`src/source/mips_pkg.sv`:
```
`default_nettype none

package mips_pkg;

    // Word geometry.
    localparam int WORD_BITS  = 32;
    localparam int WORD_BYTES = WORD_BITS / 8;

    typedef logic [WORD_BITS-1:0] word_t;

    // First instruction lives at byte 4, word 0 is left unused.
    localparam word_t RESET_PC = 32'h0000_0004;

    // Primary opcode field, instr[31:26].
    typedef enum logic [5:0] {
        OP_SPECIAL = 6'h00,
        OP_BEQ     = 6'h04,
        OP_BNE     = 6'h05,
        OP_ADDIU   = 6'h09,
        OP_ORI     = 6'h0D,
        OP_LUI     = 6'h0F,
        OP_LW      = 6'h23,
        OP_SW      = 6'h2B
    } opcode_e;

    // Function field of SPECIAL, instr[5:0].
    typedef enum logic [5:0] {
        FN_JR   = 6'h08,
        FN_ADDU = 6'h21,
        FN_SUBU = 6'h23,
        FN_AND  = 6'h24,
        FN_OR   = 6'h25,
        FN_SLT  = 6'h2A
    } funct_e;

    typedef enum logic [2:0] {
        ALU_ADD,
        ALU_SUB,
        ALU_AND,
        ALU_OR,
        ALU_SLT,
        ALU_LUI
    } alu_op_e;

    typedef enum logic [2:0] {
        ST_FETCH,
        ST_DECODE,
        ST_EXECUTE,
        ST_MEM,
        ST_WRITEBACK,
        ST_HALTED
    } core_state_e;

endpackage

`default_nettype wire

```
`src/source/avalon_if.sv`:
```
`default_nettype none

interface avalon_if;
    import mips_pkg::*;

    word_t address;
    logic  read;
    logic  write;
    word_t writedata;
    word_t readdata;
    logic  waitrequest;

    // Core side.
    modport master (
        output address, read, write, writedata,
        input  readdata, waitrequest
    );

    // RAM side.
    modport slave (
        input  address, read, write, writedata,
        output readdata, waitrequest
    );

endinterface

`default_nettype wire

```
`src/source/mips_decoder.sv`:
```
`default_nettype none

module mips_decoder (
    input  mips_pkg::word_t   instr,
    output logic [4:0]        rs,
    output logic [4:0]        rt,
    output logic [4:0]        rd,
    output mips_pkg::word_t   imm,
    output mips_pkg::alu_op_e alu_op,
    output logic              use_imm,
    output logic              reg_write,
    output logic              dest_rt,
    output logic              mem_read,
    output logic              mem_write,
    output logic              branch_eq,
    output logic              branch_ne,
    output logic              jump_reg
);
    import mips_pkg::*;

    opcode_e opcode;
    funct_e  funct;
    word_t   imm_sext;
    word_t   imm_zext;

    assign opcode   = opcode_e'(instr[31:26]);
    assign funct    = funct_e'(instr[5:0]);
    assign imm_sext = {{16{instr[15]}}, instr[15:0]};
    assign imm_zext = {16'h0000, instr[15:0]};

    // Register fields sit in fixed positions for every format.
    assign rs = instr[25:21];
    assign rt = instr[20:16];
    assign rd = instr[15:11];

    always_comb begin
        imm       = imm_sext;
        alu_op    = ALU_ADD;
        use_imm   = 1'b0;
        reg_write = 1'b0;
        dest_rt   = 1'b0;
        mem_read  = 1'b0;
        mem_write = 1'b0;
        branch_eq = 1'b0;
        branch_ne = 1'b0;
        jump_reg  = 1'b0;
        case (opcode)
            OP_SPECIAL: begin
                case (funct)
                    FN_ADDU: begin
                        alu_op    = ALU_ADD;
                        reg_write = 1'b1;
                    end
                    FN_SUBU: begin
                        alu_op    = ALU_SUB;
                        reg_write = 1'b1;
                    end
                    FN_AND: begin
                        alu_op    = ALU_AND;
                        reg_write = 1'b1;
                    end
                    FN_OR: begin
                        alu_op    = ALU_OR;
                        reg_write = 1'b1;
                    end
                    FN_SLT: begin
                        alu_op    = ALU_SLT;
                        reg_write = 1'b1;
                    end
                    FN_JR:   jump_reg = 1'b1;
                    default: ; // Includes sll $0, the canonical nop.
                endcase
            end
            OP_ADDIU: begin
                use_imm   = 1'b1;
                reg_write = 1'b1;
                dest_rt   = 1'b1;
            end
            OP_ORI, OP_LUI: begin
                imm       = imm_zext;
                alu_op    = (opcode == OP_LUI) ? ALU_LUI : ALU_OR;
                use_imm   = 1'b1;
                reg_write = 1'b1;
                dest_rt   = 1'b1;
            end
            OP_LW: begin
                use_imm   = 1'b1;
                reg_write = 1'b1;
                dest_rt   = 1'b1;
                mem_read  = 1'b1;
            end
            OP_SW: begin
                use_imm   = 1'b1;
                mem_write = 1'b1;
            end
            OP_BEQ, OP_BNE: begin
                // Compare by subtraction, ALU zero flag decides.
                alu_op    = ALU_SUB;
                branch_eq = (opcode == OP_BEQ);
                branch_ne = (opcode == OP_BNE);
            end
            default: ;
        endcase
    end

endmodule

`default_nettype wire

```
`src/source/mips_regfile.sv`:
```
`default_nettype none

module mips_regfile (
    input  logic            clk,
    input  logic            rst_n,
    input  logic [4:0]      rs_addr,
    input  logic [4:0]      rt_addr,
    input  logic [4:0]      wr_addr,
    input  logic            wr_en,
    input  mips_pkg::word_t wr_data,
    output mips_pkg::word_t rs_data,
    output mips_pkg::word_t rt_data,
    output mips_pkg::word_t v0
);
    import mips_pkg::*;

    word_t regs [32];

    assign rs_data = regs[rs_addr];
    assign rt_data = regs[rt_addr];
    assign v0      = regs[2];

    always_ff @(posedge clk) begin
        if (!rst_n) begin
            for (int i = 0; i < 32; i++) begin
                regs[i] <= '0;
            end
        end else if (wr_en && wr_addr != 5'd0) begin
            // Writes to r0 are dropped.
            regs[wr_addr] <= wr_data;
        end
    end

    // r0 must hold zero through every write the core issues.
    r0_zero_a: assert property (@(posedge clk) disable iff (!rst_n) regs[0] == '0)
        else $error("r0 no longer reads zero");

endmodule

`default_nettype wire

```
`src/source/mips_alu.sv`:
```
`default_nettype none

module mips_alu (
    input  mips_pkg::alu_op_e op,
    input  mips_pkg::word_t   a,
    input  mips_pkg::word_t   b,
    output mips_pkg::word_t   result,
    output logic              zero
);
    import mips_pkg::*;

    word_t sum;
    word_t diff;

    assign sum  = a + b;
    assign diff = a - b;

    always_comb begin
        case (op)
            ALU_ADD: begin
                result = sum;
            end
            ALU_SUB: begin
                result = diff;
            end
            ALU_AND: begin
                result = a & b;
            end
            ALU_OR: begin
                result = a | b;
            end
            ALU_SLT: begin
                // Signed compare.
                result = ($signed(a) < $signed(b)) ? word_t'(1) : '0;
            end
            ALU_LUI: begin
                result = {b[15:0], 16'h0000};
            end
            default: begin
                result = '0;
            end
        endcase
    end

    // Used by BEQ/BNE after a subtract.
    assign zero = (result == '0);

endmodule

`default_nettype wire

```
`src/source/mips_core.sv`:
```
`default_nettype none

module mips_core (
    input  logic            clk,
    input  logic            rst_n,
    avalon_if.master        bus,
    output logic            active,
    output mips_pkg::word_t register_v0
);
    import mips_pkg::*;

    core_state_e state;
    core_state_e state_d;

    word_t pc;
    word_t next_pc;
    word_t ir;
    word_t a_reg;
    word_t b_reg;
    word_t alu_out;
    word_t mem_data;
    word_t target;
    logic  taken;
    logic  halt_pending;
    logic  bus_done;

    logic [4:0] dec_rs;
    logic [4:0] dec_rt;
    logic [4:0] dec_rd;
    word_t      dec_imm;
    alu_op_e    dec_alu_op;
    logic       dec_use_imm;
    logic       dec_reg_write;
    logic       dec_dest_rt;
    logic       dec_mem_read;
    logic       dec_mem_write;
    logic       dec_branch_eq;
    logic       dec_branch_ne;
    logic       dec_jump_reg;

    word_t rs_data;
    word_t rt_data;
    word_t alu_result;
    logic  alu_zero;

    mips_decoder dec0 (
        .instr(ir), .rs(dec_rs), .rt(dec_rt), .rd(dec_rd), .imm(dec_imm),
        .alu_op(dec_alu_op), .use_imm(dec_use_imm), .reg_write(dec_reg_write),
        .dest_rt(dec_dest_rt), .mem_read(dec_mem_read), .mem_write(dec_mem_write),
        .branch_eq(dec_branch_eq), .branch_ne(dec_branch_ne), .jump_reg(dec_jump_reg)
    );

    mips_regfile rf0 (
        .clk(clk), .rst_n(rst_n), .rs_addr(dec_rs), .rt_addr(dec_rt),
        .wr_addr(dec_dest_rt ? dec_rt : dec_rd),
        .wr_en(state == ST_WRITEBACK && dec_reg_write),
        .wr_data(dec_mem_read ? mem_data : alu_out),
        .rs_data(rs_data), .rt_data(rt_data), .v0(register_v0)
    );

    mips_alu alu0 (
        .op(dec_alu_op), .a(a_reg), .b(dec_use_imm ? dec_imm : b_reg),
        .result(alu_result), .zero(alu_zero)
    );

    // Bus master. Address and data come from registers held for the whole access.
    assign bus.read      = active && (state == ST_FETCH || (state == ST_MEM && dec_mem_read));
    assign bus.write     = active && state == ST_MEM && dec_mem_write;
    assign bus.address   = (state == ST_MEM) ? alu_out : pc;
    assign bus.writedata = b_reg;
    assign bus_done      = (bus.read || bus.write) && !bus.waitrequest;

    always_comb begin
        state_d = state;
        case (state)
            ST_FETCH:     if (bus_done) state_d = ST_DECODE;
            ST_DECODE:    state_d = ST_EXECUTE;
            ST_EXECUTE:   state_d = (dec_mem_read || dec_mem_write) ? ST_MEM : ST_WRITEBACK;
            ST_MEM:       if (bus_done) state_d = ST_WRITEBACK;
            ST_WRITEBACK: state_d = halt_pending ? ST_HALTED : ST_FETCH;
            default:      state_d = ST_HALTED;
        endcase
    end

    always_ff @(posedge clk) begin
        if (!rst_n) begin
            state        <= ST_FETCH;
            active       <= 1'b0;
            pc           <= RESET_PC;
            next_pc      <= RESET_PC + word_t'(WORD_BYTES);
            halt_pending <= 1'b0;
        end else begin
            state  <= state_d;
            active <= (state_d != ST_HALTED);
            // Delay slot. pc follows next_pc and a branch target lands one instruction later.
            if (state == ST_WRITEBACK) begin
                pc      <= next_pc;
                next_pc <= taken ? target : next_pc + word_t'(WORD_BYTES);
            end
            // Armed as JR $0 retires, so the halt follows its delay slot.
            if (state == ST_WRITEBACK && dec_jump_reg && a_reg == '0) begin
                halt_pending <= 1'b1;
            end
        end
    end

    always_ff @(posedge clk) begin
        if (state == ST_FETCH && bus_done) begin
            ir <= bus.readdata;
        end
        if (state == ST_DECODE) begin
            a_reg <= rs_data;
            b_reg <= rt_data;
        end
        if (state == ST_EXECUTE) begin
            alu_out <= alu_result;
            taken   <= dec_jump_reg || (dec_branch_eq && alu_zero)
                       || (dec_branch_ne && !alu_zero);
            // Branch offset is relative to the delay slot address.
            target  <= dec_jump_reg ? a_reg : next_pc + {dec_imm[29:0], 2'b00};
        end
        if (state == ST_MEM && bus_done) begin
            mem_data <= bus.readdata;
        end
    end

    rd_wr_excl_a: assert property (@(posedge clk) disable iff (!rst_n)
        !(bus.read && bus.write))
        else $error("Bus read and write asserted together");

    // Request must stay put until the RAM releases it.
    addr_stable_a: assert property (@(posedge clk) disable iff (!rst_n)
        (bus.read || bus.write) && bus.waitrequest |=> $stable(bus.address))
        else $error("Bus address changed under waitrequest");

endmodule

`default_nettype wire

```
`src/flat_wrapper.sv`:
```
// flat-port wrapper written by rule: the top's interface ports become plain ports
module mips_core_flat import mips_pkg::*;
  (clk, rst_n, active, register_v0, bus_address, bus_read, bus_write, bus_writedata, bus_readdata, bus_waitrequest);
  avalon_if bus_i ();
  input  logic clk;
  input  logic rst_n;
  output logic active;
  output mips_pkg::word_t register_v0;
  output wire logic [$bits(bus_i.address)-1:0] bus_address;
  output wire logic [$bits(bus_i.read)-1:0] bus_read;
  output wire logic [$bits(bus_i.write)-1:0] bus_write;
  output wire logic [$bits(bus_i.writedata)-1:0] bus_writedata;
  input wire logic [$bits(bus_i.readdata)-1:0] bus_readdata;
  input wire logic [$bits(bus_i.waitrequest)-1:0] bus_waitrequest;
  assign bus_address = bus_i.address;
  assign bus_read = bus_i.read;
  assign bus_write = bus_i.write;
  assign bus_writedata = bus_i.writedata;
  assign bus_i.readdata = bus_readdata;
  assign bus_i.waitrequest = bus_waitrequest;
  mips_core u_core (.clk(clk), .rst_n(rst_n), .bus(bus_i), .active(active), .register_v0(register_v0));
endmodule
```
`config.mk`:
```
export PLATFORM = sky130hd
export DESIGN_NAME = mips_core_flat
export DESIGN_NICKNAME = d
export VERILOG_FILES = /design/src/source/mips_pkg.sv /design/src/source/avalon_if.sv /design/src/source/mips_decoder.sv /design/src/source/mips_regfile.sv /design/src/source/mips_alu.sv /design/src/source/mips_core.sv /design/src/flat_wrapper.sv
export SDC_FILE = /design/constraint.sdc
export NUM_CORES = 2
export LEC_CHECK = 0
export BUFFER_PORTS_ARGS = -buffer_cell sky130_fd_sc_hd__buf_4
export CELL_PAD_IN_SITES_DETAIL_PLACEMENT = 1
export CELL_PAD_IN_SITES_GLOBAL_PLACEMENT = 1
export CORE_MARGIN = 2
export CORE_UTILIZATION = 58
export CTS_CLUSTER_SIZE = 12
export DETAILED_ROUTE_END_ITERATION = 12
export PLACE_DENSITY_LB_ADDON = 0.1
export REMOVE_ABC_BUFFERS = 1
export SLEW_MARGIN = 25
export SYNTH_ARGS = -nofsm -noshare
export SYNTH_HDL_FRONTEND = slang
export SYNTH_SLANG_ARGS = --single-unit
```
`constraint.sdc`:
```
create_clock -name clk -period 9.4 [get_ports clk]
set_input_delay 0 -clock clk [delete_from_list [all_inputs] [get_ports clk]]
set_output_delay 0 -clock clk [all_outputs]
set_load 0.02 [all_outputs]
```
==> flow_summary.ini <==
[logic_synthesis]
async_flop_share_pct = 0
ys_types = 84
ys_seq_elements = 1286
synth_edf_count = 1217
syn_area_per_cell_um2 = 13.7
synthFlopType = edfxtp_1
synth_warnings = 0
synth.yosys.seq_area_share_pct = 55.2
syn_inst = 5008
netlist_area_mm2 = 0.0687

[cts]
clk_pin_slew_ns = 0.06
cts_hold_buf = 61
postCtsSetupRepairBufs = 0
cts_num_sinks = 1286
clk_path_buf_depth = 3
cts_buffers = 141
cts_tree = built
cts_root_buf = clkbuf_16
cts_max_level = 4
cts-resized-gates = 0
insertion_delay_ns = 0.81

[cells_and_area]
fin_nets = 5268
largest_reg_flops = 1024
fillCellCount = 10700
top_register = u_core.rf0.regs
final_layout_size_suffix_gt1_share_pct = 25.9
area_growth_pct = 12.3
postLayoutCoreUtil_pct = 65.5
layout_common_cells = edfxtp_1, nor2_1, mux4_2
final_common_cell = edfxtp_1

[global_routing]
grt-ovfl-total = 0
antenna_found_initial = 25
busiest_layer = met2
grt_usage_pct = 44.5
grt.met3_usage_pct = 12.6
grt_pass1_wl_um = 380000
grt_max_degree = 116
grt_util_met2_pct = 69.2
met1_usage_pct = 55.9
grt_pass1_vias = 52300

[sta]
setup_violations = 0
finalHoldViolations = 0
whs_ns = 0.0256
drv_slew = 0
rsz0062_at_grt = no
min_period_over_period_pct = 77.2
relSlewSlack_pct = 25.1
period_minus_slack_ns = 7.26
fmax_ghz = 0.138
skew_ns = 0.0411
worst_slew_pin_slew_ns = 1.12
worst_slack_ns = 2.14

[die]
dieArea_mm2 = 0.121
rows = 126
io_pins = 134
die_w_um = 348
die_h_um = 348
start_util_pct = 58.3
core_mm2 = 0.118

[drt]
drcViolationCount = 0
drt-initial-drc-count = 8265
avgRoutedWirePerCell_um = 39.8
dr.pass1.iters = 8
viasPerCell = 7.49
vias = 50400
ant_nets = 0
drt-total-wl_um = 268000

[worst_setup_path]
start_kind = register
worstSetupPathType = reg -> reg
cp.arrival_ns = 7.91
cp_max_fo = 9
cp.required_ns = 10.05
cp-end-kind = register

[power]
powerDensity_mw_per_mm2 = 174
leakagePower_nw = 27.6
ir_worst_vdd_mv = 0.208

[place]
dpl_worst_slack_ns = 2.17
dp_hpwl_um = 165000
portBuffers = 133
gp_congestion = 1.00

[status]
status = completed

[worst_hold_path]
min_path_type = in -> reg

[run]
maxCapViolCount = 0
-- routing by layer --
metal / routed length (um) / share of wire, %
met5: 173 / 0.065
met3: 35100 / 13
met4: 19000 / 7.1
met1: 89400 / 33
met2: 124000 / 46
-- metrics by stage --
stage                     area, um2  TNS (ns)  power, mW  cells
after detailed placement      72000         0       7.93   6417
after global placement        71600         0       7.88   6398
after CTS                     77000         0       13.3   6728
final                         77100         0       13.4   6734
after global routing          77100         0       13.6   6733
after floorplan               67100  -5537.68       7.55   4595
-- kinds of logic (layout without fill, tap and decap cells) --
kind of cell	count (synthesis)	count (layout)	share of synthesized area, %
multiplexers	807	807	23.6
buffers and inverters	569	724	3.14
XOR/XNOR	43	43	0.549
adder cells (fa/ha/maj)	146	146	2.69
flip-flops	1286	1286	55.2
AO/OA/AOI/OAI	538	538	5.08
AND/OR/NAND/NOR	1618	1618	9.67
other	1	36	0.00546
-- critical path: stages, from the launching register on --
cell	delay [ns]
edfxtp_1	0.51
nor2b_1	0.26
o21ai_0	0.20
a21oi_2	0.71
buf_4	0.35
mux2i_1	0.56
ha_1	0.45
or3_1	0.46
o311ai_0	0.38
buf_4	0.22
mux2i_1	0.08
a2111oi_1	0.60
o211ai_1	0.19
or4_1	0.50
or4b_1	0.59
nor4_1	0.33
nand4_1	0.20
o41a_1	0.41
o21ai_0	0.08
-- worst paths after layout --
path	from	slack (ns)	cells past startpoint	endpoint
min reg2reg	u_core.pc[25]	0.45	2	u_core.pc[25]
max	u_core.ir[29]	2.14	18	u_core.taken
max reg2reg	u_core.ir[29]	2.14	18	u_core.taken
min	bus_readdata[30]	0.03	2	u_core.ir[30]
-- Yosys cell counts (17+ instances only) --
cell,count,area [um2]
edfxtp_1,1217,36500
nor2_1,1125,4220
mux4_2,640,14400
clkbuf_1,379,1420
nand2_1,256,961
a21oi_1,163,816
ha_1,143,1790
inv_1,123,462
mux2_2,107,1200
o21ai_0,103,515
dfxtp_1,69,1380
mux2i_1,60,601
buf_1,59,221
a21o_1,47,353
nand3_1,45,225
nor3_1,42,210
o211ai_1,34,255
xnor2_1,26,228
a211oi_1,23,173
and3_1,23,144
nor2b_1,22,138
nor4_1,22,138
nand4_1,18,113
o21bai_1,17,128
xor2_1,17,149
-- layout make-up --
class	instances	area (um2)	share of cell area (%)
multi-input cells	3184	29300	37.9
diodes	4	10.0	0.0130
well taps	1536	1920	2.49
repair buffers	349	3130	4.05
inverters	125	472	0.612
flip-flops and latches	1286	37900	49.2
clock buffers	191	3770	4.88
clock inverters	59	637	0.826
-- power by group --
group | total, mW | leakage [nW] | switching [mW] | internal, mW
logic | 1.31 | 12.6 | 0.766 | 0.549
registers | 6.59 | 12.9 | 0.145 | 6.45
clock network | 5.48 | 2.12 | 2.45 | 3.03
(Power assumes the default switching activity.)
